$ cat config.mk
export PLATFORM = sky130hd
export DESIGN_NAME = plru_table
export DESIGN_NICKNAME = d
export VERILOG_FILES = /design/src/dcache_pkg.sv /design/src/plru_table.sv
export SDC_FILE = /design/constraint.sdc
export NUM_CORES = 1
export LEC_CHECK = 0
export BUFFER_PORTS_ARGS = -buffer_cell sky130_fd_sc_hd__buf_2
export CORE_UTILIZATION = 38
export CTS_CLUSTER_SIZE = 25
export DETAILED_ROUTE_END_ITERATION = 12
export GPL_TIMING_DRIVEN = 0
export SLEW_MARGIN = 20
export SYNTH_ARGS = -nofsm -noshare
export SYNTH_HDL_FRONTEND = slang
export SYNTH_SLANG_ARGS = --single-unit
$ cat constraint.sdc
create_clock -name clk -period 3.2 [get_ports clk]
set_clock_uncertainty 0.15 [all_clocks]
set_input_delay 0.16 -clock clk [delete_from_list [all_inputs] [get_ports clk]]
set_output_delay 0.16 -clock clk [all_outputs]
set_load 0.1 [all_outputs]
$ cat src/dcache_pkg.sv
package dcache_pkg;

    // cache geometry
    localparam int WORD_BITS     = 32;
    localparam int LINE_WORDS    = 4;
    localparam int WAYS          = 4;
    localparam int SETS          = 64;
    localparam int OFFSET_BITS   = 4;
    localparam int INDEX_BITS    = 6;
    localparam int TAG_BITS      = 22;
    localparam int WORD_SEL_BITS = $clog2(LINE_WORDS);
    localparam int BYTE_OFF_BITS = OFFSET_BITS - WORD_SEL_BITS;

    typedef logic [31:0]                          addr_t;
    typedef logic [WORD_BITS-1:0]                 word_t;
    typedef logic [WORD_BITS/8-1:0]               strb_t;
    typedef logic [TAG_BITS-1:0]                  tag_t;
    typedef logic [INDEX_BITS-1:0]                index_t;
    typedef logic [WORD_SEL_BITS-1:0]             word_sel_t;
    typedef logic [LINE_WORDS-1:0][WORD_BITS-1:0] line_t;
    typedef logic [WAYS-1:0]                      way_vec_t;
    typedef logic [$clog2(WAYS)-1:0]              way_idx_t;

    typedef struct packed {
        logic valid;
        tag_t tag;
    } tagv_t;

    // miss handling sequence
    typedef enum logic [2:0] {
        st_lookup,
        st_miss_dirty,
        st_writeback,
        st_miss_clean,
        st_refill,
        st_refill_done
    } ctrl_state_t;

    function automatic tag_t get_tag(input addr_t addr);
        return addr[31 -: TAG_BITS];
    endfunction

    function automatic index_t get_index(input addr_t addr);
        return addr[OFFSET_BITS +: INDEX_BITS];
    endfunction

    function automatic word_sel_t get_word(input addr_t addr);
        return addr[BYTE_OFF_BITS +: WORD_SEL_BITS];
    endfunction

    // byte lanes with strobe set take the store data
    function automatic word_t merge_bytes(input word_t old_word, input word_t new_word,
                                          input strb_t strb);
        word_t result;
        result = old_word;
        for (int b = 0; b < WORD_BITS / 8; b++) begin
            if (strb[b]) begin
                result[b*8 +: 8] = new_word[b*8 +: 8];
            end
        end
        return result;
    endfunction

endpackage

$ cat src/plru_table.sv
`timescale 1ns/10ps

module plru_table import dcache_pkg::*; (
    input  logic     clk,
    input  logic     rst,
    input  index_t   index,
    input  logic     access,
    input  way_idx_t access_way,
    output way_idx_t victim
);

    // bit 0 picks the pair, bit 1 within ways 0/1, bit 2 within ways 2/3
    logic [2:0] tree [SETS];
    logic [2:0] cur_bits;
    logic [2:0] new_bits;

    assign cur_bits = tree[index];

    // walk from the root toward the least recently used leaf
    assign victim[1] = cur_bits[0];
    assign victim[0] = cur_bits[0] ? cur_bits[2] : cur_bits[1];

    // point every node on the accessed path away from that way
    always_comb begin
        new_bits    = cur_bits;
        new_bits[0] = ~access_way[1];
        if (access_way[1]) begin
            new_bits[2] = ~access_way[0];
        end else begin
            new_bits[1] = ~access_way[0];
        end
    end

    always_ff @(posedge clk) begin
        if (rst) begin
            for (int i = 0; i < SETS; i++) begin
                tree[i] <= '0;
            end
        end else if (access) begin
            tree[index] <= new_bits;
        end
    end

endmodule

# Word level (Yosys, flattened, before mapping)
# Memories as Yosys holds them, arrays and structs flattened.
# Cells that the tools add are included.
# classes
muxes,11
n_bitwise,2
n_reduce_logical,1
# ops
cell,n
1-bit 2-to-1 mux,9
6-bit 2-to-1 mux,1
3-bit 2-to-1 mux,1
3-bit OR reduction,1
1-bit inverter,2
# word_totals
ff_bits,0
ramBits,192
memories,1
# memory_table
memory,depth,word_bits,read_ports,rd_ports_with_merged_regs,write_ports,line_no,text
tree,64,3,1,0,64,plru_table.sv:13,logic [2:0] tree [SETS];

# Logic depth before layout (Yosys ltp)
# logic_depth
depth_word,5
mapped_depth,10

# Least setup slack after synthesis
# Ideal clock, no wire load.
# synth_timing
path_kind,input port to output port
startpoint,in index[2]
endpoint,out victim[0]
t_arrival_ns,4.389
slack_ns,-1.499
cell_stages,7
cell_sequence,buf_4 buf_4 mux4_2 mux2_2 a221oi_1 nand4_1 mux2i_1
# synth_between
elab_chain_cells,2
# synth_lines
element,line_no,text
from (decl),plru_table.sv:6,"input index_t index,"
memory read 64 x 3 bit,--,
net victim[1],plru_table.sv:9,output way_idx_t victim
1-bit 2-to-1 mux,plru_table.sv:21,assign victim[0] = cur_bits[0] ? cur_bits[2] : cur_bits[1];
to (decl),plru_table.sv:9,
# The timed path passes the listed nets, and every way through them passes these cells.

# Final worst setup path
# layout_timing
startpoint,mem tree[21][0]
endpoint,out victim[0]
# layout_between
elab_chain_cells,2
# layout_lines
element,line_no
from (decl),plru_table.sv:13
memory read 64 x 3 bit,--
1-bit 2-to-1 mux,plru_table.sv:21
# No other way between the ends.

==> impl_metrics.yaml <==
status:
  status: "finished clean"
sta:
  setup_violations: 0
  worstMarginPinSlew_ns: 1.27
  whs_ns: 0.229
  tns_ns: 0
  final-hold-violation-count: 0
  finalCritPeriodShare_pct: 96.9
  finalMaxSlewViolations: 0
  max_freq_mhz: 322
  final.min_clock_period_ns: 3.10
  rsz0062_at_grt: "false"
  timing.final.ws_setup_ns: 0.0982
  max_slew_margin_pct: 15.2
clocking:
  cts_made_buffers: 17
  cts_root_buf: "clkbuf_16"
  htree_levels: 4
  cts_tree: "built"
  max-clock-path-buffers: 2
  clk_latency_ns: 0.44
  path_clk_slew_ns: 0.07
  cts_num_sinks: 192
critical_path:
  r2r_cells: 8
  path_max_fanout: 2
  start_kind: "flop"
  crit_start: "tree[21][0]"
  cp_slowest_cell: "mux4_2"
  critical_path_class: "reg -> out"
  crit_chain: "mux4_2 > nand2b_1 > and4_1 > a211oi_1 > nand4_1 > mux2i_4 > buf_4"
  critPathMaxStageDelay_ns: 0.52
  cp-end-kind: "primary output"
  reg2reg_from: "tree[39][1]"
  worst_ep_arrival_time_ns: 2.79
  crit_required_ns: 2.89
place:
  io_buffers: 12
  gp_congestion: 0.927
  dp.cells: 1043
  dpl_cell_area_um2: 9820
  dpl.hpwl_um: 17300
  post-place-ws_ns: -0.510
yosys:
  yosysWarningCount: 0
  syn_area_um2: 9310
  async_reset_ff_share_pct: 0
  ys_types: 43
  ys_ff_latch: 192
  synth_edf_count: 192
  ys_seq_area_share_pct: 61.9
  syn_inst: 712
  avgSynthCellArea_um2: 13.1
  ys.flop_type: "edfxtp_1"
  synth_fp_nets: 723
die:
  die-height_um: 159
  num_rows: 56
  core_um2: 23800
  die-area_um2: 25100
  start_util_pct: 39.2
  io-pin-count: 13
  fp.dieW_um: 159
layout:
  final_cells: 1075
  fillers: 2150
  layout_commonest_cell: "edfxtp_1"
  antenna_cells: 0
  syn_to_final_growth_pct: 11.4
  fin_nets: 755
  largest_reg_flops: 192
  drive_above_1_share_pct: 19.3
  layout_common_cells: "192 x edfxtp_1, 177 x nor2_1, 72 x nand2_1"
  top_regs: "tree (192)"
  fin_util_pct: 43.7
  regMostFlops: "tree"
  postLayoutCellArea_um2: 10400
routing:
  route.top_layer_used: "met4"
  met3_length_um: 1920
  vias: 5969
  wl_met1_um: 10600
  wl_per_cell_um: 23.6
  dr_wl_met2_um: 12200
  ant_nets: 0
  firstDrtPassIters: 8
  wl_um: 25400
  vias_per_cell: 5.55
  drtIter0Drc: 754
  drcViolationCount: 0
global_routing:
  first_global_vias: 5814
  grtUsageTotal_pct: 21.4
  grt_overflow: 0
  grt_first_pass_wirelength_um: 36900
  grt_max_degree: 17
  antenna_found_initial: 0
min_path:
  whs_path_depth: 4
  hold_class: "in -> reg"
  worstHoldStart: "access_way[0]"
power:
  power_mw: 5.55
  p_leak_nw: 3.57
  irDropWorstVdd_v: 0.000380
  power_density_nw_per_um2: 535
run:
  cap_violations: 0
critical path: cells and delay by family, from the launching register on:
kind	cells	cell delay, ns
multiplexers	2	0.77
AND/OR/NAND/NOR	3	0.58
flip-flops	1	0.38
buffers and inverters	1	0.32
AO/OA/AOI/OAI	1	0.30
routing by layer:
layer | track usage, % | vias to the layer above
met3 | 3.78 | 50
li1 | - | 2634
met5 | 0 | -
met2 | 34.5 | 289
met1 | 28.7 | 2996
met4 | 7.97 | 0
area by class of cell:
cell class	instances	area (µm²)	share of cell area, %
buffer	53	404	3.89
clock buffer	17	425	4.10
clock inverter	14	115	1.11
inverter	4	15.0	0.145
multi-input combinational	463	3180	30.7
sequential	192	5770	55.6
tap	319	399	3.85
timing repair buffer	13	70.1	0.675
repair_timing:
item,in CTS,in global routing
endpoints found under the setup margin,2,1
resized for setup,3,0
hold buffers,0,0
setup buffers,0,1
pin swaps,1,1
Yosys cell counts (5+ instances only):
cell | n | area, µm²
a221oi_1 | 11 | 96.3
a22oi_1 | 10 | 75.1
buf_2 | 6 | 30.0
buf_4 | 5 | 37.5
buf_6 | 14 | 158
clkbuf_1 | 25 | 93.8
edfxtp_1 | 192 | 5770
mux2_2 | 6 | 67.6
mux2i_1 | 7 | 70.1
mux4_2 | 38 | 856
nand2_1 | 72 | 270
nand2b_1 | 66 | 413
nand3_1 | 9 | 45.0
nor2_1 | 178 | 668
nor2_4 | 20 | 225
final timing paths:
path	to	slack (ns)
worst min register to register	tree[0][2]	1.31
worst max register to register	tree[0][1]	0.35
worst max-delay path	victim[0]	0.1
worst min-delay path	tree[15][1]	0.23
logic make-up after synthesis:
group	synth area share, %
simple gates	19.7
compound gates	3.16
buf+inv	4.18
mux	11.1
flops	61.9
report_power, final:
group	internal, mW	switching (mW)
Sequential	2.86	0.0351
Combinational	0.221	0.417
Clock	1.07	0.954
Total	4.15	1.41
No activity file was read; power rests on OpenSTA's default activity.
