==> config.mk <==
export PLATFORM = sky130hd
export DESIGN_NAME = way_select
export DESIGN_NICKNAME = d
export VERILOG_FILES = /design/src/dcache_pkg.sv /design/src/way_select.sv
export SDC_FILE = /design/constraint.sdc
export NUM_CORES = 1
export LEC_CHECK = 0
export ABC_AREA = 0
export BUFFER_PORTS_ARGS = -buffer_cell sky130_fd_sc_hd__buf_2
export CAP_MARGIN = 10
export CORE_AREA = 2 2 342 344
export DETAILED_ROUTE_END_ITERATION = 6
export DIE_AREA = 0 0 344 346
export GPL_TIMING_DRIVEN = 0
export SYNTH_ARGS = -nofsm -noshare
export SYNTH_HDL_FRONTEND = slang
export SYNTH_SLANG_ARGS = --single-unit
==> constraint.sdc <==
create_clock -name vclk -period 3.65
set_clock_uncertainty 0.2 [all_clocks]
set_input_delay 0.365 -clock vclk [all_inputs]
set_output_delay 0.365 -clock vclk [all_outputs]
set_load 0.05 [all_outputs]
==> src/dcache_pkg.sv <==
package dcache_pkg;

    // cache geometry
    localparam int WORD_BITS     = 32;
    localparam int LINE_WORDS    = 4;
    localparam int WAYS          = 4;
    localparam int SETS          = 64;
    localparam int OFFSET_BITS   = 4;
    localparam int INDEX_BITS    = 6;
    localparam int TAG_BITS      = 22;
    localparam int WORD_SEL_BITS = $clog2(LINE_WORDS);
    localparam int BYTE_OFF_BITS = OFFSET_BITS - WORD_SEL_BITS;

    typedef logic [31:0]                          addr_t;
    typedef logic [WORD_BITS-1:0]                 word_t;
    typedef logic [WORD_BITS/8-1:0]               strb_t;
    typedef logic [TAG_BITS-1:0]                  tag_t;
    typedef logic [INDEX_BITS-1:0]                index_t;
    typedef logic [WORD_SEL_BITS-1:0]             word_sel_t;
    typedef logic [LINE_WORDS-1:0][WORD_BITS-1:0] line_t;
    typedef logic [WAYS-1:0]                      way_vec_t;
    typedef logic [$clog2(WAYS)-1:0]              way_idx_t;

    typedef struct packed {
        logic valid;
        tag_t tag;
    } tagv_t;

    // miss handling sequence
    typedef enum logic [2:0] {
        st_lookup,
        st_miss_dirty,
        st_writeback,
        st_miss_clean,
        st_refill,
        st_refill_done
    } ctrl_state_t;

    function automatic tag_t get_tag(input addr_t addr);
        return addr[31 -: TAG_BITS];
    endfunction

    function automatic index_t get_index(input addr_t addr);
        return addr[OFFSET_BITS +: INDEX_BITS];
    endfunction

    function automatic word_sel_t get_word(input addr_t addr);
        return addr[BYTE_OFF_BITS +: WORD_SEL_BITS];
    endfunction

    // byte lanes with strobe set take the store data
    function automatic word_t merge_bytes(input word_t old_word, input word_t new_word,
                                          input strb_t strb);
        word_t result;
        result = old_word;
        for (int b = 0; b < WORD_BITS / 8; b++) begin
            if (strb[b]) begin
                result[b*8 +: 8] = new_word[b*8 +: 8];
            end
        end
        return result;
    endfunction

endpackage

==> src/way_select.sv <==
`timescale 1ns/10ps

module way_select import dcache_pkg::*; (
    input  way_vec_t  hits,
    input  tagv_t     tagvs [WAYS],
    input  way_vec_t  dirtys,
    input  line_t     lines [WAYS],
    input  word_sel_t word_sel,
    input  word_t     wdata,
    input  strb_t     wstrb,
    input  way_idx_t  victim,
    output logic      hit,
    output way_idx_t  hit_way,
    output word_t     rdata,
    output word_t     merged,
    output logic      victim_dirty,
    output tag_t      victim_tag,
    output line_t     victim_line
);

    line_t hit_line;

    assign hit = |hits;

    // at most one way hits, so a priority encode is enough
    always_comb begin
        hit_way = '0;
        for (int i = 0; i < WAYS; i++) begin
            if (hits[i]) begin
                hit_way = way_idx_t'(i);
            end
        end
    end

    assign hit_line = lines[hit_way];
    assign rdata    = hit_line[word_sel];

    // store data merged over the current word
    assign merged = merge_bytes(rdata, wdata, wstrb);

    // only a valid dirty victim needs a writeback
    assign victim_dirty = dirtys[victim] & tagvs[victim].valid;
    assign victim_tag   = tagvs[victim].tag;
    assign victim_line  = lines[victim];

endmodule

# Yosys cells after proc, flatten, opt, wreduce, memory -nomap -nowiden
# Cells that the tools add are included.
# Widths: inputs -> output; s select.
[classes]
mux = 20
reduce_logical = 1
order_cmp = 4
bitwise = 3
[op_table]
columns = ["cell", "n"]
rows = [
  ["$bmux 128 s2", 2],
  ["$mux 128", 4],
  ["$bmux 32 s2", 1],
  ["$bmux 23 s2", 1],
  ["$mux 23", 2],
  ["$mux 32", 1],
  ["$mux 8", 4],
  ["$ge 3x3->1 const B", 2],
  ["$lt 2x3->1 const B", 2],
  ["$not 2->3", 2],
  ["$mux 2", 2],
  ["$reduce_or 4->1", 1],
  ["$bmux 1 s2", 1],
  ["$mux 1", 2],
  ["$and 1x1->1", 1],
]
[word_totals]
ff_bits = 0
output_inout_bits = 218
elab_cells = 28

# Logic depth before layout (Yosys ltp)
[depth]
word_depth = 10
ltp_mapped = 10

# Worst setup path before layout
# Ideal clock, no wire load.
[synth_path]
path_kind = "input to output"
startpoint = "input hits[3]"
endpoint = "output merged[27]"
arrival_time_ps = 3091
path_slack_ps = -6
path_buffers = 3
cell_stages = 9
path_cell_list = "buf_4 -> nor2_4 -> inv_2 -> buf_4 -> buf_4 -> o21ai_0 -> a211oi_1 -> o32ai_1 -> mux2_2"
[synth_via]
elab_chain_cells = 8
[synth_rtl]
columns = ["item", "line", "text"]
rows = [
  ["start: declaration", "way_select.sv:4", "input way_vec_t hits,"],
  ["$mux 2", "way_select.sv:29", "if (hits[i]) begin"],
  ["$not 2->3 (not written as such)", "way_select.sv:35", "assign hit_line = lines[hit_way];"],
  ["$bmux 128 s2", "way_select.sv:35", ""],
  ["$mux 128 (not written as such) (2 in a row)", "way_select.sv:35", ""],
  ["$bmux 32 s2", "way_select.sv:36", "assign rdata = hit_line[word_sel];"],
  ["$mux 32 (not written as such)", "way_select.sv:36", ""],
  ["via rdata[27]", "way_select.sv:14", "output word_t rdata,"],
  ["$mux 8", "dcache_pkg.sv:57", "if (strb[b]) begin"],
  ["end: declaration", "way_select.sv:15", "output word_t merged,"],
]
# The timed path passes the listed nets, and every way through them passes these cells. The select of a mux whose other input is x is not followed.

# Worst setup path after layout
[layout_path]
startpoint = "input hits[2]"
endpoint = "output merged[8]"
[layout_via]
elab_chain_cells = 9
[layout_rtl]
columns = ["item", "line"]
rows = [
  ["$mux 2 (2 in a row)", "way_select.sv:29"],
  ["$not 2->3 (not written as such)", "way_select.sv:35"],
  ["$bmux 128 s2", "way_select.sv:35"],
  ["$mux 128 (not written as such) (2 in a row)", "way_select.sv:35"],
  ["$bmux 32 s2", "way_select.sv:36"],
  ["$mux 32 (not written as such)", "way_select.sv:36"],
  ["$mux 8", "dcache_pkg.sv:57"],
]
# Every way passes these cells. The select of a mux whose other input is x is not followed.

==> impl_metrics.csv <==
group,metric,value,unit
timing,period_share,100,%
critical_path,crit_fanout,10,
detailed_routing,firstDrtPassIters,7,
pwr,power.switching,2.69,mW
detailed_routing,met3_wirelength,15900,um
cells_and_area,multi_input_area,8060,sq um
global_route,grt_max_degree,11,
min_path,worstHoldStart,"hits[0]",
min_path,min_path_cells,3,
yosys,yosysUniqueCellTypes,32,
timing,hold_ws,934,ps
timing,rsz0062_at_grt,"false",
global_route,grt_first_pass_wirelength,167000,um
detailed_routing,dr_wl_met2,58800,um
yosys,synth-seq-area-share,0,%
yosys,yosys.area_share.simple,1.82,%
status,status,"complete, but fails checks",
pwr,switching_share,71.7,%
timing,timing.fmax,0.273,GHz
critical_path,slowest_delay,360,ps
pwr,p_leak,6.49,nW
floorplan,die_h,346,um
floorplan,initial_utilization,7.14,%
run,maxCapViolCount,0,
cells_and_area,seq_area,0,sq um
critical_path,crit_arrival,3090,ps
min_path,hold_path.class,"in2out",
timing,fin_crit,3660,ps
critical_path,cp_slowest_cell,"o21ai_4",
detailed_routing,dr.max_layer_used,"met5",
detailed_routing,drt_wl_total,141000,um
detailed_routing,vias,13800,
floorplan,num_rows,125,
detailed_routing,via_per_inst,4.32,
yosys,synth_top_family_by_area,"multiplexers",
detailed_routing,wire_per_inst,44.1,um
timing,hold_violations,0,
detailed_routing,drc_errors,3,
critical_path,cp-end-kind,"output port",
cells_and_area,layout.nets,2284,
pwr,intPower,1.06,mW
placement,dp_hpwl,125000,um
critical_path,worstSetupPathType,"in2out",
pwr,combPwrFrac,100.0,%
pwr,cellPowerDensity,244,nW/um^2
global_route,grt_use_total,22.5,%
detailed_routing,drt_iter0_drc,1325,
pwr,seq_power_share,0,%
cells_and_area,final_common_cell,"buf_2",
placement,gp_congestion,0.935,
cells_and_area,synthToLayoutAreaGrowth,86.2,%
timing,report.final.slew_viol_count,0,
yosys,synthXorXnorAreaFrac,0,%
global_route,overflow,0,
floorplan,dieArea,119000,sq um
yosys,ys_warn_count,0,
cells_and_area,clkbuf_count,0,
yosys,syn_area,8240,sq um
clock_network,postCtsHoldBufs,0,
cells_and_area,fillers,13300,
placement,place_ws,-1080,ps
pwr,clkPwrFrac,0,%
floorplan,die_x,344,um
min_path,min_to,"hit",
yosys,avgSynthCellArea,10.9,sq um
cells_and_area,stdcell_area,15300,sq um
global_route,antenna_found_initial,83,
floorplan,core,115000,sq um
critical_path,worstPathCellList,"buf_2 -> nor2_4 -> inv_2 -> buf_4 -> buf_4 -> buf_4 -> nor2_1 -> o21ai_4 -> o32ai_2 -> mux2_1 -> buf_2",
timing,worstMarginPinSlew,1150,ps
critical_path,path_common_cell,"buf_4",
placement,io_buffer_count,860,
timing,slew_headroom,23.0,%
global_route,grt_pass1_vias,13500,
placement,placed_cell_area,14700,sq um
floorplan,pin_count,870,
cells_and_area,drive_above_1_share,78.2,%
critical_path,crit_family,"buffers and inverters",
yosys,syn_nets,1406,
critical_path,cp.buffers_inverters,6,
yosys,synth_cells,754,
timing,setup_viol,1,
yosys,synthAdderAreaFrac,0,%
timing,fin_ws,-6.74,ps
cells_and_area,final_cell_mix,"891 x buf_2, 150 x mux4_2, 81 x mux2i_1, 77 x mux2_2, 75 x a221o_1",
pwr,peakVddDrop,104,uV
cells_and_area,design.seq.count,0,
detailed_routing,drt-met1-wl,60400,um
detailed_routing,ant_nets,0,
critical_path,start_kind,"input port",
status,violations,"design-rule violations, negative setup slack",
critical_path,required,3080,ps
yosys,synth.area.mux_share,61.6,%
yosys,synth-compound-area-share,29.6,%
## worst max path at each step
stage,startpoint,cells past startpoint,endpoint,slack [ps]
finish,hits[2],11,merged[8],-7
global placement,word_sel[0],8,merged[15],-2460
detailed placement,hits[3],8,merged[23],-1080
global route,victim[0],5,victim_line[34],8
CTS,word_sel[0],8,merged[23],-160
floorplan,hits[3],8,merged[8],80
## repair_timing
item,CTS,global route
resized for setup,102,19
setup buffers,0,1
endpoints found under the setup margin,116,15
pin swaps,2,1
## tightest hold or removal path: cells and delay by family
kind                   cells  cell delay, ps
and+or+nand+nor            1              80
buffers and inverters      2             320
## cells by family after synthesis
group                  Yosys count
muxes                          310
AOI/OAI and AO/OA              294
buffers and inverters          116
and+or+nand+nor                 34
## per-layer routing
metal	global-route usage [%]	up-vias
met2	33.5	1377
met4	6.72	42
li1	-	5264
met5	1.63	-
met3	8.42	293
met1	29.7	6840
## Yosys cell counts, drive strengths merged
master	n	share of area, %
a31oi	1	0.076
a221o	75	9.1
inv	3	0.14
a211oi	3	0.27
buf	69	4.8
a221oi	57	7.2
a21o	1	0.091
nor2	25	1.2
nor2b	2	0.24
a32o	8	0.97
a21oi	26	1.6
or3	1	0.076
a311oi	1	0.11
o22ai	21	1.6
o21ai	75	4.6
o32ai	24	3.8
nand2	6	0.27
o221ai	2	0.21
mux2i	81	9.8
mux4	150	41
mux2	79	11
clkbuf	44	2.0
## layout make-up
class / instances / area share (%)
Timing Repair Buffer: 876 / 29.6
Multi-Input combinational cell: 638 / 52.5
Inverter: 3 / 0.0734
Antenna cell: 45 / 0.734
Buffer: 113 / 4.56
Tap cell: 1524 / 12.4
## power by group through the flow
stage | clock network (mW) | registers (mW) | logic [mW]
finish | 0.00000115 | 0 | 3.75
global route | 0.000000657 | 0 | 3.87
CTS | 0 | 0 | 3.76
detailed placement | 0 | 0 | 3.69
global placement | 0 | 0 | 3.66
floorplan | 0 | 0 | 1.86
## stage by stage
stage | utilization (%) | power, mW | TNS, ps | instances
after global placement | 12.5 | 3.66 | -162050 | 3138
after global routing | 13.2 | 3.87 | 0 | 3176
final | 13.3 | 3.75 | -6.74 | 3199
after floorplan | - | 1.86 | 0 | 754
after CTS | 13.1 | 3.76 | -163 | 3153
after detailed placement | 12.8 | 3.69 | -43600 | 3153
(Power assumes the default switching activity.)
