### src/dcache_pkg.sv
package dcache_pkg;

    // cache geometry
    localparam int WORD_BITS     = 32;
    localparam int LINE_WORDS    = 4;
    localparam int WAYS          = 4;
    localparam int SETS          = 64;
    localparam int OFFSET_BITS   = 4;
    localparam int INDEX_BITS    = 6;
    localparam int TAG_BITS      = 22;
    localparam int WORD_SEL_BITS = $clog2(LINE_WORDS);
    localparam int BYTE_OFF_BITS = OFFSET_BITS - WORD_SEL_BITS;

    typedef logic [31:0]                          addr_t;
    typedef logic [WORD_BITS-1:0]                 word_t;
    typedef logic [WORD_BITS/8-1:0]               strb_t;
    typedef logic [TAG_BITS-1:0]                  tag_t;
    typedef logic [INDEX_BITS-1:0]                index_t;
    typedef logic [WORD_SEL_BITS-1:0]             word_sel_t;
    typedef logic [LINE_WORDS-1:0][WORD_BITS-1:0] line_t;
    typedef logic [WAYS-1:0]                      way_vec_t;
    typedef logic [$clog2(WAYS)-1:0]              way_idx_t;

    typedef struct packed {
        logic valid;
        tag_t tag;
    } tagv_t;

    // miss handling sequence
    typedef enum logic [2:0] {
        st_lookup,
        st_miss_dirty,
        st_writeback,
        st_miss_clean,
        st_refill,
        st_refill_done
    } ctrl_state_t;

    function automatic tag_t get_tag(input addr_t addr);
        return addr[31 -: TAG_BITS];
    endfunction

    function automatic index_t get_index(input addr_t addr);
        return addr[OFFSET_BITS +: INDEX_BITS];
    endfunction

    function automatic word_sel_t get_word(input addr_t addr);
        return addr[BYTE_OFF_BITS +: WORD_SEL_BITS];
    endfunction

    // byte lanes with strobe set take the store data
    function automatic word_t merge_bytes(input word_t old_word, input word_t new_word,
                                          input strb_t strb);
        word_t result;
        result = old_word;
        for (int b = 0; b < WORD_BITS / 8; b++) begin
            if (strb[b]) begin
                result[b*8 +: 8] = new_word[b*8 +: 8];
            end
        end
        return result;
    endfunction

endpackage

### src/dcache_ctrl.sv
`timescale 1ns/10ps

module dcache_ctrl import dcache_pkg::*; (
    input  logic      clk,
    input  logic      rst,

    // cpu port
    input  logic      req,
    input  logic      we,
    input  addr_t     addr,
    input  word_t     wdata,
    input  strb_t     wstrb,
    output logic      busy,
    output logic      done,
    output word_t     rdata,

    // memory port
    output logic      mem_rd_req,
    output addr_t     mem_rd_addr,
    input  logic      mem_rd_rdy,
    input  logic      mem_ret_valid,
    input  line_t     mem_ret_line,
    output logic      mem_wr_req,
    output addr_t     mem_wr_addr,
    output line_t     mem_wr_line,
    input  logic      mem_wr_rdy,
    input  logic      mem_wr_done,

    // from way_select and plru_table
    input  logic      hit,
    input  way_idx_t  hit_way,
    input  word_t     sel_rdata,
    input  word_t     merged,
    input  way_idx_t  victim,
    input  logic      victim_dirty,
    input  tag_t      victim_tag,
    input  line_t     victim_line,

    // to way_select
    output word_t     req_wdata,
    output strb_t     req_wstrb,

    // to the ways
    output index_t    index,
    output tag_t      tag,
    output word_sel_t word_sel,
    output way_vec_t  tagv_we,
    output way_vec_t  dirty_we,
    output way_vec_t  data_we,
    output way_vec_t  word_we,
    output logic      dirty_in,
    output line_t     wdata_line,
    output word_t     wdata_word,

    // to the plru table
    output logic      plru_access,
    output way_idx_t  plru_way
);

    ctrl_state_t state;
    ctrl_state_t state_next;

    // registered request
    logic  r_valid;
    logic  r_we;
    addr_t r_addr;
    word_t r_wdata;
    strb_t r_wstrb;

    logic accept;
    logic lookup_cycle;
    logic refill_write;
    logic store_write;

    assign accept = req && !busy;

    always_ff @(posedge clk) begin
        if (rst) begin
            r_valid <= 1'b0;
        end else if (accept) begin
            r_valid <= 1'b1;
        end else if (done) begin
            r_valid <= 1'b0;
        end
    end

    always_ff @(posedge clk) begin
        if (accept) begin
            r_we    <= we;
            r_addr  <= addr;
            r_wdata <= wdata;
            r_wstrb <= wstrb;
        end
    end

    assign index    = get_index(r_addr);
    assign tag      = get_tag(r_addr);
    assign word_sel = get_word(r_addr);

    // registered store data for the byte merge
    assign req_wdata = r_wdata;
    assign req_wstrb = r_wstrb;

    // first lookup, or the repeated lookup after a refill
    assign lookup_cycle = (state == st_lookup) || (state == st_refill_done);

    assign done  = r_valid && hit && lookup_cycle;
    assign busy  = (state != st_lookup) || (r_valid && !hit);
    assign rdata = sel_rdata;

    always_ff @(posedge clk) begin
        if (rst) begin
            state <= st_lookup;
        end else begin
            state <= state_next;
        end
    end

    always_comb begin
        state_next = state;
        case (state)
            st_lookup: begin
                if (r_valid && !hit) begin
                    state_next = victim_dirty ? st_miss_dirty : st_miss_clean;
                end
            end
            st_miss_dirty: begin
                if (mem_wr_rdy) begin
                    state_next = st_writeback;
                end
            end
            st_writeback: begin
                if (mem_wr_done) begin
                    state_next = st_miss_clean;
                end
            end
            st_miss_clean: begin
                if (mem_rd_rdy) begin
                    state_next = st_refill;
                end
            end
            st_refill: begin
                if (mem_ret_valid) begin
                    state_next = st_refill_done;
                end
            end
            st_refill_done: begin
                state_next = st_lookup;
            end
            default: begin
                state_next = st_lookup;
            end
        endcase
    end

    // memory requests are levels held by the state
    assign mem_wr_req  = (state == st_miss_dirty);
    assign mem_wr_addr = {victim_tag, index, {OFFSET_BITS{1'b0}}};
    assign mem_wr_line = victim_line;
    assign mem_rd_req  = (state == st_miss_clean);
    assign mem_rd_addr = {tag, index, {OFFSET_BITS{1'b0}}};

    assign refill_write = (state == st_refill) && mem_ret_valid;
    assign store_write  = done && r_we;

    // refill lands in the victim way, stores in the hit way
    always_comb begin
        tagv_we  = '0;
        dirty_we = '0;
        data_we  = '0;
        word_we  = '0;
        if (refill_write) begin
            tagv_we[victim]  = 1'b1;
            data_we[victim]  = 1'b1;
            dirty_we[victim] = 1'b1;
        end else if (store_write) begin
            word_we[hit_way]  = 1'b1;
            dirty_we[hit_way] = 1'b1;
        end
    end

    // a refilled line starts clean
    assign dirty_in   = !refill_write;
    assign wdata_line = mem_ret_line;
    assign wdata_word = merged;

    assign plru_access = done;
    assign plru_way    = hit_way;

endmodule

### config.mk
export PLATFORM = sky130hd
export DESIGN_NAME = dcache_ctrl
export DESIGN_NICKNAME = d
export VERILOG_FILES = /design/src/dcache_pkg.sv /design/src/dcache_ctrl.sv
export SDC_FILE = /design/constraint.sdc
export NUM_CORES = 1
export LEC_CHECK = 0
export BUFFER_PORTS_ARGS = -buffer_cell sky130_fd_sc_hd__buf_2
export CAP_MARGIN = 30
export CORE_AREA = 2 2 349 351
export DETAILED_ROUTE_END_ITERATION = 16
export DIE_AREA = 0 0 351 353
export GPL_TIMING_DRIVEN = 0
export SYNTH_ARGS = -nofsm -noshare
export SYNTH_HDL_FRONTEND = slang
export SYNTH_SLANG_ARGS = --single-unit
### constraint.sdc
create_clock -name clk -period 5.1 [get_ports clk]
set_clock_uncertainty 0.05 [all_clocks]
set_input_delay 0.765 -clock clk [delete_from_list [all_inputs] [get_ports clk]]
set_output_delay 0.765 -clock clk [all_outputs]
set_load 0.01 [all_outputs]
# [Word-level counts from Yosys, hierarchy flattened]
# Cells that the tools add are included.
[totals] out_inout_bits=474 input_bits=424 word_cells=54 reg_bits=73
[op_classes] eq_ne=10 n_mux=17 reduce_logical=17 order_cmp=4
[ops] cell="$mux W4" n=4
[ops] cell="$mux W3" n=5
[ops] cell="$pmux W3 S5" n=1
[ops] cell="$logic_and A1 B1 Y1" n=8
[ops] cell="$eq A3 B2 Y1 const B" n=2
[ops] cell="$eq A3 B3 Y1 const B" n=2
[ops] cell="$lt A2 B3 Y1 const B" n=2
[ops] cell="$ne A2 B1 Y1 const B" n=3
[ops] cell="$reduce_and A5 Y1" n=1
[ops] cell="$demux W1 S2" n=2
[ops] cell="$ge A2 B1 Y1 const B" n=2
[ops] cell="$mux W1" n=4
[ops] cell="$ne A2 B2 Y1 const B" n=2
[ops] cell="$eq A3 B1 Y1 const B" n=1
[ops] cell="$logic_not A1 Y1" n=3
[ops] cell="$logic_not A3 Y1" n=1
[ops] cell="$reduce_bool A3 Y1" n=1
[ops] cell="$logic_or A1 B1 Y1" n=2
[ops] cell="$mux W2" n=1
[ops] cell="$reduce_bool A2 Y1" n=1

# [Longest topological paths before layout]
# Gate-level depths: netlist of the first run.
[depth] depth_word=6 ltp_mapped=5 depth_no_buf=4

# [Worst setup path before layout of the first run]
# Ideal clock, no wire load.
[synth_path] path_type="input to register" startpoint="input port hit" endpoint="register r_addr[10] (enable)" setup_time_ns=0.493 arrival_ns=4.075 required_ns=4.557 n_path_buf=0 setup_slack_ns=0.482 path_stages=3 path_cell_list="nor2b_1 > or4_4 > nor2_1"
[synth_via] elab_chain_cells=5
[synth_lines] element="from (decl)" line="dcache_ctrl.sv:30" text="input logic hit,"
[synth_lines] element="$logic_not A1 Y1" line="dcache_ctrl.sv:108" text="assign busy = (state != st_lookup) || (r_valid && !hit);"
[synth_lines] element="$logic_and A1 B1 Y1" line="dcache_ctrl.sv:108"
[synth_lines] element="$logic_or A1 B1 Y1" line="dcache_ctrl.sv:108"
[synth_lines] element="net busy" line="dcache_ctrl.sv:13" text="output logic busy,"
[synth_lines] element="$logic_not A1 Y1" line="dcache_ctrl.sv:75" text="assign accept = req && !busy;"
[synth_lines] element="$logic_and A1 B1 Y1" line="dcache_ctrl.sv:75"
[synth_lines] element="net accept" line="dcache_ctrl.sv:70" text="logic accept;"
[synth_lines] element="to (signal assigned)" line="dcache_ctrl.sv:90" text="r_addr <= addr;"
[synth_lines] element="to (decl)" line="dcache_ctrl.sv:66" text="addr_t r_addr;"
# The timed path passes the listed nets, and every way through them passes these cells.
# A chain may end at the register's enable or synchronous reset.

# [Worst setup path after layout of the first run]
[layout_path] startpoint="register state[0]" endpoint="output port word_we[2]"
[layout_via] elab_chain_cells=6 elab_cells_between_ends=9 cone_classes="eq/ne: 2; mux: 2; reduce/logical: 5"
[layout_lines] element="from (decl)" line="dcache_ctrl.sv:60" text="ctrl_state_t state;"
[layout_lines] element="from (signal assigned)" line="dcache_ctrl.sv:113" text="state <= st_lookup;"
[layout_lines] element="from (signal assigned)" line="dcache_ctrl.sv:115" text="state <= state_next;"
[layout_lines] element="$eq A3 B3 Y1 / $logic_not A3 Y1 (equally long branches)" line="dcache_ctrl.sv:105" text="assign lookup_cycle = (state == st_lookup) || (state == st_refill_done);"
[layout_lines] element="$logic_or A1 B1 Y1" line="dcache_ctrl.sv:105"
[layout_lines] element="$logic_and A1 B1 Y1" line="dcache_ctrl.sv:107" text="assign done = r_valid && hit && lookup_cycle;"
[layout_lines] element="$logic_and A1 B1 Y1" line="dcache_ctrl.sv:164" text="assign store_write = done && r_we;"
[layout_lines] element="$mux W4" line="dcache_ctrl.sv:176" text="end else if (store_write) begin"
[layout_lines] element="$mux W4 *" line="dcache_ctrl.sv:172" text="if (refill_write) begin"
[layout_lines] element="to (decl)" line="dcache_ctrl.sv:50" text="output way_vec_t word_we,"
# Every way passes the cells marked *; elsewhere a longest branch is shown, timed or not.

==> results.sh, run 1 <==
export IMPL_detail_route_drc_violations=0
export IMPL_criticalPathCategory="reg -> out"
export IMPL_grt_ovfl_total=0
export IMPL_synth_sequential_area_ratio_pct=39.2
export IMPL_cts_inserted_buffers=9
export IMPL_slew_limit_headroom_pct=46.0
export IMPL_mappedNetlistArea_mm2=0.00534
export IMPL_ir_worst_vdd_uv=318
export IMPL_critical_path_top_cell_by_count="buf_2"
export IMPL_power_share_clock_pct=27.9
export IMPL_postSynth_asyncResetShare_pct=0
export IMPL_finalSetupViolations=0
export IMPL_max_slew_worst_pin_slew_ns=0.805
export IMPL_grt_pass1_wl_mm=68.0
export IMPL_syn_area_per_cell_um2=10.5
export IMPL_routed_wire_per_std_cell_um=22.1
export IMPL_core_area_mm2=0.121
export IMPL_synthDistinctLibCells=32
export IMPL_detailedPlacementHpwl_mm=56.5
export IMPL_groute_usage_overall_pct=9.21
export IMPL_design_die_area_mm2=0.124
export IMPL_largest_net_degree_at_the_start_of_global_routing=27
export IMPL_first_global_vias=5158
export IMPL_clock_tree_from_tritoncts="yes"
export IMPL_timing_critical_path_buf_inv=2
export IMPL_fp_dieW_um=351
export IMPL_pwr_share_seq_pct=32.0
export IMPL_number_of_vias_per_cell=2.02
export IMPL_max_freq_mhz=330
export IMPL_cp_arrival_ns=2.21
export IMPL_route_vias_total=5463
export IMPL_worstPathRequired_ns=4.28
export IMPL_netSwitchingFraction_pct=37.7
export IMPL_cts_root_to_sink_buffers=2
export IMPL_hold_violations=0
export IMPL_number_of_antenna_violations_at_the_first_check_in_global_routing=62
export IMPL_synth_cells=508
export IMPL_synth_edff_count=67
export IMPL_period_needed_ns=3.03
export IMPL_drtAntennaViolNets=0
export IMPL_synth_top_cell_by_area="buf_4"
export IMPL_intPower_w=0.00156
export IMPL_design_area_mm2=0.0105
export IMPL_combPwrFrac_pct=40.1
export IMPL_clock_latency_ns=0.40
export IMPL_total_wirelength_mm=59.9
export IMPL_drtIter0Drc=149
export IMPL_crit_family="simple AND/OR/NAND/NOR gates"
export IMPL_finalNetCount=1497
export IMPL_postCtsSetupBuffers=0
export IMPL_final_clock_period_utilization_by_the_worst_path_pct=59.4
export IMPL_gp_routability_congestion=0.862
export IMPL_clk_pin_slew_worst_paths_ns=0.07
export IMPL_drive_gt1_share_pct=89.3
export IMPL_grt_setup_unrepaired="no"
export IMPL_register_bit_count_reported_by_yosys=71
export IMPL_crit_chain="buf_2 > xor2_1 > nor3_2 > and4_1 > buf_2"
export IMPL_post_cts_resized_instances=0
export IMPL_synth_top_cells_by_area="buf_4, edfxtp_1, dfxtp_1"
export IMPL_power_net_switching_w=0.000944
export IMPL_fp_dieH_um=353
export IMPL_placed_area_mm2=0.0102
export IMPL_signed_area_change_from_the_synthesized_netlist_to_the_final_layout_pct=96.1
export IMPL_htree_num_levels=3
export IMPL_num_rows=128
export IMPL_top_level_ports=898
export IMPL_cts_hold_repair_buffers=0
export IMPL_synth_most_common_cell="buf_4"
export IMPL_power_static_leakage_nw=5.05
export IMPL_cts_sinks=71
export IMPL_synth_top_area_share_pct=55.0
export IMPL_run_status="completed"
export IMPL_crit_path_top_delay_cell="nor3_2"
export IMPL_worst_path_max_fanout=11
export IMPL_power_per_cell_area_mw_per_mm2=239
export IMPL_synthesis_yosys_warnings=0
export IMPL_detailedRoute_firstPassIterationCount=4
export IMPL_max_cap_violations=0
export IMPL_maxSlewViolCount=0
export IMPL_place_port_buffers=545
export IMPL_setup_tns_final_ns=0
export IMPL_synth_flop_cell="edfxtp_1"
export IMPL_synth_commonest_cells="buf_4, edfxtp_1, nand2_1"
export IMPL_clock_root_buffer="clkbuf_16"
export IMPL_worst_path_largest_cell_delay_ns=0.66
export IMPL_cp_end_kind="output pin"
export IMPL_worstSetupStartpointType="flip-flop"
export IMPL_floorplan_initialDensity_pct=4.43
export IMPL_hold_path_class="reg -> reg"
-- cell usage in the layout, fill, tap and decap left out, drive strengths merged, types with 2 or more instances in the layout --
cell type and count:
inv 8, diode 3, a21oi 3, clkinvlp 2, edfxtp 67, nor3 2, conb 8, buf 940
nand2 5, nor3b 3, a41o 2, clkbuf 9, nor2 4, dfxtp 4, and4 2, and3 2
-- power groups by stage --
stage               Sequential [W]  Clock [W]  Combinational [W]
CTS                       0.000803   0.000765            0.00104
finish                    0.000801   0.000697            0.00100
global route              0.000813   0.000773            0.00110
global placement          0.000835          0            0.00101
detailed placement        0.000814          0            0.00104
floorplan                 0.000863          0           0.000455
-- state kept, by name (all words and copies together) (netlist names) --
register / flops
req_wdata: 32
state: 3
r_valid: 1
r_we: 1
r_addr: 30
req_wstrb: 4
-- path summary, 6_finish.rpt --
path / slack (ns) / cells past startpoint / end / startpoint
hold / removal: 0.46 / 2 / r_valid$_SDFFE_PP0P_ / r_valid$_SDFFE_PP0P_
setup reg to reg: 2.63 / 5 / r_addr[9]$_DFFE_PP_ / state[0]$_SDFFE_PP0P_
setup / recovery: 2.07 / 5 / word_we[2] / state[0]$_SDFFE_PP0P_
hold reg to reg: 0.46 / 2 / r_valid$_SDFFE_PP0P_ / r_valid$_SDFFE_PP0P_
-- per-stage QoR --
| step | std cells | total power (W) | hold slack (ns) | setup slack (ns) | utilization (%) |
|---|---|---|---|---|---|
| after floorplan | 515 | 0.00132 | 0.418 | 0.482 | - |
| after global placement | 2685 | 0.00185 | 0.435 | -2.00 | 8.40 |
| after detailed placement | 2687 | 0.00186 | 0.450 | 2.21 | 8.44 |
| after CTS | 2703 | 0.00261 | 0.407 | 2.02 | 8.67 |
| after global routing | 2706 | 0.00268 | 0.420 | 1.97 | 8.68 |
| final | 2706 | 0.00250 | 0.463 | 2.07 | 8.68 |
-- area by class of cell --
cell class,instances,area (um2)
Tap cell,1625,2030
Buffer,393,2950
Antenna cell,3,7.51
Fill cell,14100,110000
Inverter,4,15.0
Timing Repair Buffer,547,2770
Clock buffer,9,225
Sequential cell,71,2090
Multi-Input combinational cell,47,313
Clock inverter,7,61.3
-- worst register-to-register path: stages (launching register included) --
cell	delay [ns]
dfxtp_1	0.29
buf_2	0.16
or4_4	0.57
nor2_4	0.52
buf_12	0.29
buf_12	0.25
-- layer usage --
metal,vias to the layer above,routed length [um],global-route usage (%)
met3,129,11900,8.70
li1,2374,-,-
met5,-,453,0
met1,2387,18800,8.50
met2,499,27800,14.8
met4,74,917,1.74
-- cell families (layout without fill, tap and decap cells) --
group           count (synthesis)  count (layout)  share of synthesized area (%)
mux                             1               1                          0.211
compound gates                 12              12                           1.73
other cells                     1              11                         0.0703
simple gates                   25              25                           3.05
buf+inv                       397             960                           55.6
xor+xnor                        1               1                          0.164
flops                          71              71                           39.2
Note: power is estimated with default switching activity, not from simulation.
==> inputs of run 2 (changes only) <==
--- a/config.mk
+++ b/config.mk
@@ -5,11 +5,12 @@
 export SDC_FILE = /design/constraint.sdc
 export NUM_CORES = 1
 export LEC_CHECK = 0
+export ABC_AREA = 1
 export BUFFER_PORTS_ARGS = -buffer_cell sky130_fd_sc_hd__buf_2
 export CAP_MARGIN = 30
-export CORE_AREA = 2 2 349 351
+export CORE_AREA = 2 2 354 356
 export DETAILED_ROUTE_END_ITERATION = 16
-export DIE_AREA = 0 0 351 353
+export DIE_AREA = 0 0 356 358
 export GPL_TIMING_DRIVEN = 0
 export SYNTH_ARGS = -nofsm -noshare
 export SYNTH_HDL_FRONTEND = slang
==> constraint.sdc (replaced) <==
create_clock -name clk -period 2.4 [get_ports clk]
set_clock_uncertainty 0.05 [all_clocks]
set_input_delay 0.36 -clock clk [delete_from_list [all_inputs] [get_ports clk]]
set_output_delay 0.36 -clock clk [all_outputs]
set_load 0.01 [all_outputs]
==> results.sh, run 2 <==
export IMPL_register_area_mm2=0.00209
export IMPL_finalSetupViolations=0
export IMPL_stdcell_count=2770
export IMPL_synth_flop_cell="edfxtp_1"
export IMPL_synth_sequential_area_ratio_pct=38.6
export IMPL_routed_wire_per_std_cell_um=25.4
export IMPL_power_static_leakage_nw=5.17
export IMPL_max_slew_worst_pin_slew_ns=0.524
export IMPL_design_die_area_mm2=0.127
export IMPL_worstSetupStartpointType="flip-flop"
export IMPL_largest_register_ff_count=32
export IMPL_maxSlewViolCount=0
export IMPL_detail_route_drc_violations=0
export IMPL_cts_sinks=71
export IMPL_number_of_vias_per_cell=2.04
export IMPL_mappedNetlistArea_mm2=0.00542
export IMPL_drtIter0Drc=197
export IMPL_largest_net_degree_at_the_start_of_global_routing=46
export IMPL_reg2regPathDepth=4
export IMPL_grt_setup_unrepaired="no"
export IMPL_syn_area_per_cell_um2=9.88
export IMPL_setup_tns_final_ns=0
export IMPL_multi_input_comb_area_um2=335
export IMPL_num_rows=129
export IMPL_mostFrequentLayoutCells="buf_2, buf_4, edfxtp_1"
export IMPL_finalNetCount=1536
export IMPL_intPower_w=0.00365
export IMPL_synthDistinctLibCells=20
export IMPL_top_level_ports=898
export IMPL_gp_routability_congestion=0.917
export IMPL_synth_top_area_share_pct=54.2
export IMPL_core_area_mm2=0.123
export IMPL_floorplan_initialDensity_pct=4.39
export IMPL_combPwrFrac_pct=43.5
export IMPL_max_freq_mhz=453
export IMPL_cp_startpoint="state[1]$_SDFFE_PP0P_"
export IMPL_synth_edff_count=67
export IMPL_htree_num_levels=3
export IMPL_signed_area_change_from_the_synthesized_netlist_to_the_final_layout_pct=95.3
export IMPL_fp_dieW_um=356
export IMPL_worst_path_max_fanout=6
export IMPL_critical_path_reg2reg_startpoint="state[2]$_SDFFE_PP0P_"
export IMPL_worstPathRequired_ns=1.99
export IMPL_cts_inserted_buffers=9
export IMPL_criticalPathCategory="reg -> out"
export IMPL_slew_limit_headroom_pct=65.0
export IMPL_synth_top_cells_by_area="buf_4, edfxtp_1, nand2_1"
export IMPL_total_power_after_layout_w=0.00576
export IMPL_place_port_buffers=545
export IMPL_detailedRoute_firstPassIterationCount=6
export IMPL_n_fill_cell=14500
export IMPL_r2r_slack_ns=0.44
export IMPL_groute_usage_overall_pct=10.4
export IMPL_ir_worst_vdd_uv=927
export IMPL_period_needed_ns=2.21
export IMPL_setup_slack_ns=0.192
export IMPL_cp_arrival_ns=1.80
export IMPL_drtAntennaViolNets=0
export IMPL_synth_top_cell_by_area="buf_4"
export IMPL_netSwitchingFraction_pct=36.8
export IMPL_total_wirelength_mm=70.4
export IMPL_power_share_clock_pct=22.8
export IMPL_grt_pass1_wl_mm=78.9
export IMPL_power_per_cell_area_mw_per_mm2=545
export IMPL_layout_commonest_cell="buf_2"
export IMPL_post_place_ws_ns=0.420
export IMPL_grt_ovfl_total=0
export IMPL_hold_path_class="in -> reg"
export IMPL_timing_rr_end="req_wdata[9]$_DFFE_PP_"
export IMPL_synth_most_common_cell="buf_4"
export IMPL_detailedPlacementHpwl_mm=67.9
export IMPL_synth_cells=548
export IMPL_postCtsSetupBuffers=0
export IMPL_number_of_antenna_violations_at_the_first_check_in_global_routing=76
export IMPL_fp_dieH_um=358
export IMPL_clock_root_buffer="clkbuf_16"
export IMPL_synthesis_yosys_warnings=0
export IMPL_clock_tree_from_tritoncts="yes"
export IMPL_pwr_share_seq_pct=33.7
export IMPL_final_clock_period_utilization_by_the_worst_path_pct=92.0
export IMPL_synth_commonest_cells="buf_4, edfxtp_1, nand2_1, inv_1, nor2_1"
export IMPL_cp_endpoint="tagv_we[0]"
export IMPL_cts_root_to_sink_buffers=2
export IMPL_run_status="completed"
export IMPL_route_vias_total=5656
export IMPL_clk_pin_slew_worst_paths_ns=0.06
export IMPL_place_inst=2738
export IMPL_hold_violations=0
export IMPL_max_cap_violations=0
export IMPL_postSynth_asyncResetShare_pct=0
export IMPL_first_global_vias=5345
export IMPL_power_net_switching_w=0.00212
export IMPL_register_bit_count_reported_by_yosys=71
export IMPL_cp_end_kind="output pin"
export IMPL_clock_latency_ns=0.34
export IMPL_drive_gt1_share_pct=86.2
-- run 2: layout make-up --
cell class,count,area share [%]
Antenna cell,16,0.379
Buffer,391,27.8
Clock buffer,10,2.17
Clock inverter,6,0.580
Inverter,21,0.781
Multi-Input combinational cell,72,3.17
Sequential cell,71,19.8
Tap cell,1637,19.4
Timing Repair Buffer,546,26.0
-- run 2: metal layers --
metal | share of wire, % | global-route usage [%]
met5 | 0.31 | 0
met4 | 1.5 | 1.49
met3 | 12 | 4.97
met2 | 45 | 16.6
met1 | 41 | 12.8
-- run 2: through the flow --
step                hold WS [ns]  util [%]  cell area [um2]
finish                     0.130      8.58            10600
global placement           0.422      8.29            10200
floorplan                  0.379         -             5450
global route               0.124      8.55            10500
CTS                        0.117      8.54            10500
detailed placement         0.429      8.30            10200
-- run 2: worst min path at each step --
stage | cells after the start | end | start | slack, ns
floorplan | 1 | r_valid$_SDFFE_PP0P_ | rst | 0.38
global placement | 2 | r_valid$_SDFFE_PP0P_ | r_valid$_SDFFE_PP0P_ | 0.42
detailed placement | 2 | r_valid$_SDFFE_PP0P_ | r_valid$_SDFFE_PP0P_ | 0.43
CTS | 2 | r_valid$_SDFFE_PP0P_ | rst | 0.12
global route | 2 | r_valid$_SDFFE_PP0P_ | rst | 0.12
finish | 2 | r_valid$_SDFFE_PP0P_ | rst | 0.13
-- run 2: power groups by stage --
stage / sequential [W] / combinational (W) / clock [W]
3_3_place_gp: 0.00198 / 0.00255 / 0
4_1_cts: 0.00195 / 0.00259 / 0.00135
3_5_place_dp: 0.00196 / 0.00258 / 0
2_1_floorplan: 0.00202 / 0.00116 / 0
5_1_grt: 0.00197 / 0.00271 / 0.00140
6_report: 0.00194 / 0.00251 / 0.00131
-- run 2: timing repair --
action                     CTS  global route
hold buffers                 0             0
setup endpoints to repair    0             2
resized for setup            0             2
-- run 2: critical path, cell delays in order (launching register included) --
cell and delay, ns:
dfxtp_1 0.37, nor2_4 0.18, nand2_2 0.08, nor2_2 0.15, inv_2 0.07, or2_4 0.25, nor2_1 0.13, buf_4 0.12
buf_2 0.11
-- run 2: logic make-up after synthesis --
kind of cell / share of synthesized area (%)
AOI/OAI and AO/OA: 0.601
buffers and inverters: 55.7
and+or+nand+nor: 5.04
other: 0.0692
DFF: 38.6
==> inputs of run 3 (changes only) <==
--- a/config.mk
+++ b/config.mk
@@ -5,12 +5,12 @@
 export SDC_FILE = /design/constraint.sdc
 export NUM_CORES = 1
 export LEC_CHECK = 0
-export ABC_AREA = 1
+export ABC_AREA = 0
 export BUFFER_PORTS_ARGS = -buffer_cell sky130_fd_sc_hd__buf_2
 export CAP_MARGIN = 30
-export CORE_AREA = 2 2 354 356
+export CORE_AREA = 2 2 351 353
 export DETAILED_ROUTE_END_ITERATION = 16
-export DIE_AREA = 0 0 356 358
+export DIE_AREA = 0 0 353 355
 export GPL_TIMING_DRIVEN = 0
 export SYNTH_ARGS = -nofsm -noshare
 export SYNTH_HDL_FRONTEND = slang
==> results.sh, run 3 (synthesis results as in run 1) <==
export IMPL_timing_critical_path_buf_inv=4
export IMPL_num_rows=128
export IMPL_cp_endpoint="tagv_we[2]"
export IMPL_groute_usage_overall_pct=9.43
export IMPL_worstPathRequired_ns=1.99
export IMPL_detailedPlacementHpwl_mm=59.1
export IMPL_clk_pin_slew_worst_paths_ns=0.07
export IMPL_power_static_leakage_nw=5.09
export IMPL_largest_net_degree_at_the_start_of_global_routing=30
export IMPL_setup_slack_ns=0.0933
export IMPL_clock_root_buffer="clkbuf_16"
export IMPL_core_area_mm2=0.121
export IMPL_crit_chain="buf_6 > and4bb_2 > inv_1 > nor3b_4 > buf_4 > buf_2"
export IMPL_cp_arrival_ns=1.90
export IMPL_drtAntennaViolNets=0
export IMPL_finalSetupViolations=0
export IMPL_routed_wire_per_std_cell_um=23.0
export IMPL_grt_pass1_wl_mm=70.8
export IMPL_crit_family="simple AND/OR/NAND/NOR gates"
export IMPL_number_of_antenna_violations_at_the_first_check_in_global_routing=82
export IMPL_critical_path_reg2reg_startpoint="state[0]$_SDFFE_PP0P_"
export IMPL_route_vias_total=5600
export IMPL_run_status="completed"
export IMPL_reg2regPathDepth=5
export IMPL_clock_latency_ns=0.40
export IMPL_power_per_cell_area_mw_per_mm2=512
export IMPL_max_cap_violations=0
export IMPL_design_die_area_mm2=0.125
export IMPL_clock_tree_from_tritoncts="yes"
export IMPL_drive_gt1_share_pct=89.5
export IMPL_hold_path_class="in -> reg"
export IMPL_maxSlewViolCount=0
export IMPL_criticalPathCategory="reg -> out"
export IMPL_number_of_vias_per_cell=2.06
export IMPL_total_wirelength_mm=62.4
export IMPL_crit_path_top_delay_cell="and4bb_2"
export IMPL_r2r_slack_ns=0.33
export IMPL_drtIter0Drc=151
export IMPL_max_freq_mhz=434
export IMPL_period_needed_ns=2.31
export IMPL_grt_ovfl_total=0
export IMPL_critical_path_depth=6
export IMPL_floorplan_initialDensity_pct=4.40
export IMPL_first_global_vias=5191
export IMPL_worst_path_max_fanout=9
export IMPL_cts_inserted_buffers=9
export IMPL_top_level_ports=898
export IMPL_htree_num_levels=3
export IMPL_worst_path_largest_cell_delay_ns=0.33
export IMPL_cts_sinks=71
export IMPL_post_place_ws_ns=-0.0913
export IMPL_detail_route_drc_violations=0
export IMPL_cp_startpoint="state[0]$_SDFFE_PP0P_"
export IMPL_worstSetupStartpointType="flip-flop"
export IMPL_timing_rr_end="r_addr[9]$_DFFE_PP_"
export IMPL_cp_end_kind="output pin"
export IMPL_fp_dieH_um=355
export IMPL_hold_worst_slack_ns=0.0825
export IMPL_gp_routability_congestion=0.916
export IMPL_finalNetCount=1501
export IMPL_largest_register_ff_count=32
export IMPL_cts_hold_repair_buffers=0
export IMPL_fp_dieW_um=353
export IMPL_mostFrequentLayoutCells="buf_2, buf_4, edfxtp_1"
export IMPL_layout_commonest_cell="buf_2"
export IMPL_final_clock_period_utilization_by_the_worst_path_pct=96.1
export IMPL_hold_violations=0
export IMPL_signed_area_change_from_the_synthesized_netlist_to_the_final_layout_pct=97.5
export IMPL_place_port_buffers=545
export IMPL_grt_setup_unrepaired="no"
export IMPL_ir_worst_vdd_uv=379
export IMPL_cts_root_to_sink_buffers=2
export IMPL_detailedRoute_firstPassIterationCount=5
## run 3: cell count changes in the layout (fill, tap and decap cells not counted), moves of 4 or more
cell,delta
nand2_1,-18
inv_1,-15
nor2_1,-15
diode_2,-11
nand3_1,-9
buf_4,+4
## run 3: cell type report
| cell class | count | area (um2) |
|---|---|---|
| multi-input cells | 47 | 335 |
| diodes | 5 | 12.5 |
| inverters | 4 | 15.0 |
| clock inverters | 7 | 71.3 |
| flip-flops and latches | 71 | 2090 |
| clock buffers | 9 | 225 |
| fillers | 14200 | 111000 |
| plain buffers | 393 | 2960 |
| repair buffers | 551 | 2800 |
| well taps | 1625 | 2030 |
## run 3: how the worst min path moves through the flow
| stage | to | start | cells past startpoint | slack [ns] |
|---|---|---|---|---|
| detailed placement | r_valid$_SDFFE_PP0P_ | r_valid$_SDFFE_PP0P_ | 2 | 0.47 |
| CTS | req_wdata[20]$_DFFE_PP_ | wdata[20] | 1 | 0.02 |
| floorplan | state[0]$_SDFFE_PP0P_ | rst | 1 | 0.38 |
| finish | r_addr[14]$_DFFE_PP_ | addr[14] | 1 | 0.08 |
| global route | req_wdata[21]$_DFFE_PP_ | wdata[21] | 1 | 0.04 |
| global placement | r_valid$_SDFFE_PP0P_ | r_valid$_SDFFE_PP0P_ | 2 | 0.44 |
## run 3: repair_timing
| item | in CTS | in global routing |
|---|---|---|
| setup endpoints to repair | 39 | 4 |
| resized for setup | 3 | 2 |
| pin swaps | 2 | 0 |
| buffers inserted | 4 | 0 |
## run 3: report_power, final
group          switching [W]  internal (W)  total [W]
sequential         0.0000970       0.00162    0.00171
clock               0.000653      0.000803    0.00146
combinational        0.00123      0.000998    0.00222
## run 3: layer usage
metal	wire (um)	global-route usage (%)	up-vias	share of wire, %
li1	-	-	2385	-
met1	20000	8.59	2440	32
met2	28600	15.3	517	46
met3	11800	9.08	172	19
met4	1460	1.64	86	2.3
met5	543	0	-	0.87
## run 3: worst register-to-register path, cell delays in order (launching register included)
cell and delay, ns:
dfxtp_1 0.31, buf_6 0.13, or4_4 0.55, nor2_4 0.20, buf_12 0.22, buf_12 0.25
## run 3: stage by stage
step | utilization, % | instances | TNS (ns) | power, W | cell area (um2)
final | 8.68 | 2712 | 0 | 0.00539 | 10500
after global routing | 8.68 | 2708 | 0 | 0.00574 | 10500
after CTS | 8.67 | 2707 | 0 | 0.00562 | 10500
after detailed placement | 8.38 | 2687 | -2.31 | 0.00402 | 10200
after global placement | 8.35 | 2685 | -59.34 | 0.00397 | 10100
after floorplan | - | 515 | -2.88 | 0.00279 | 5380
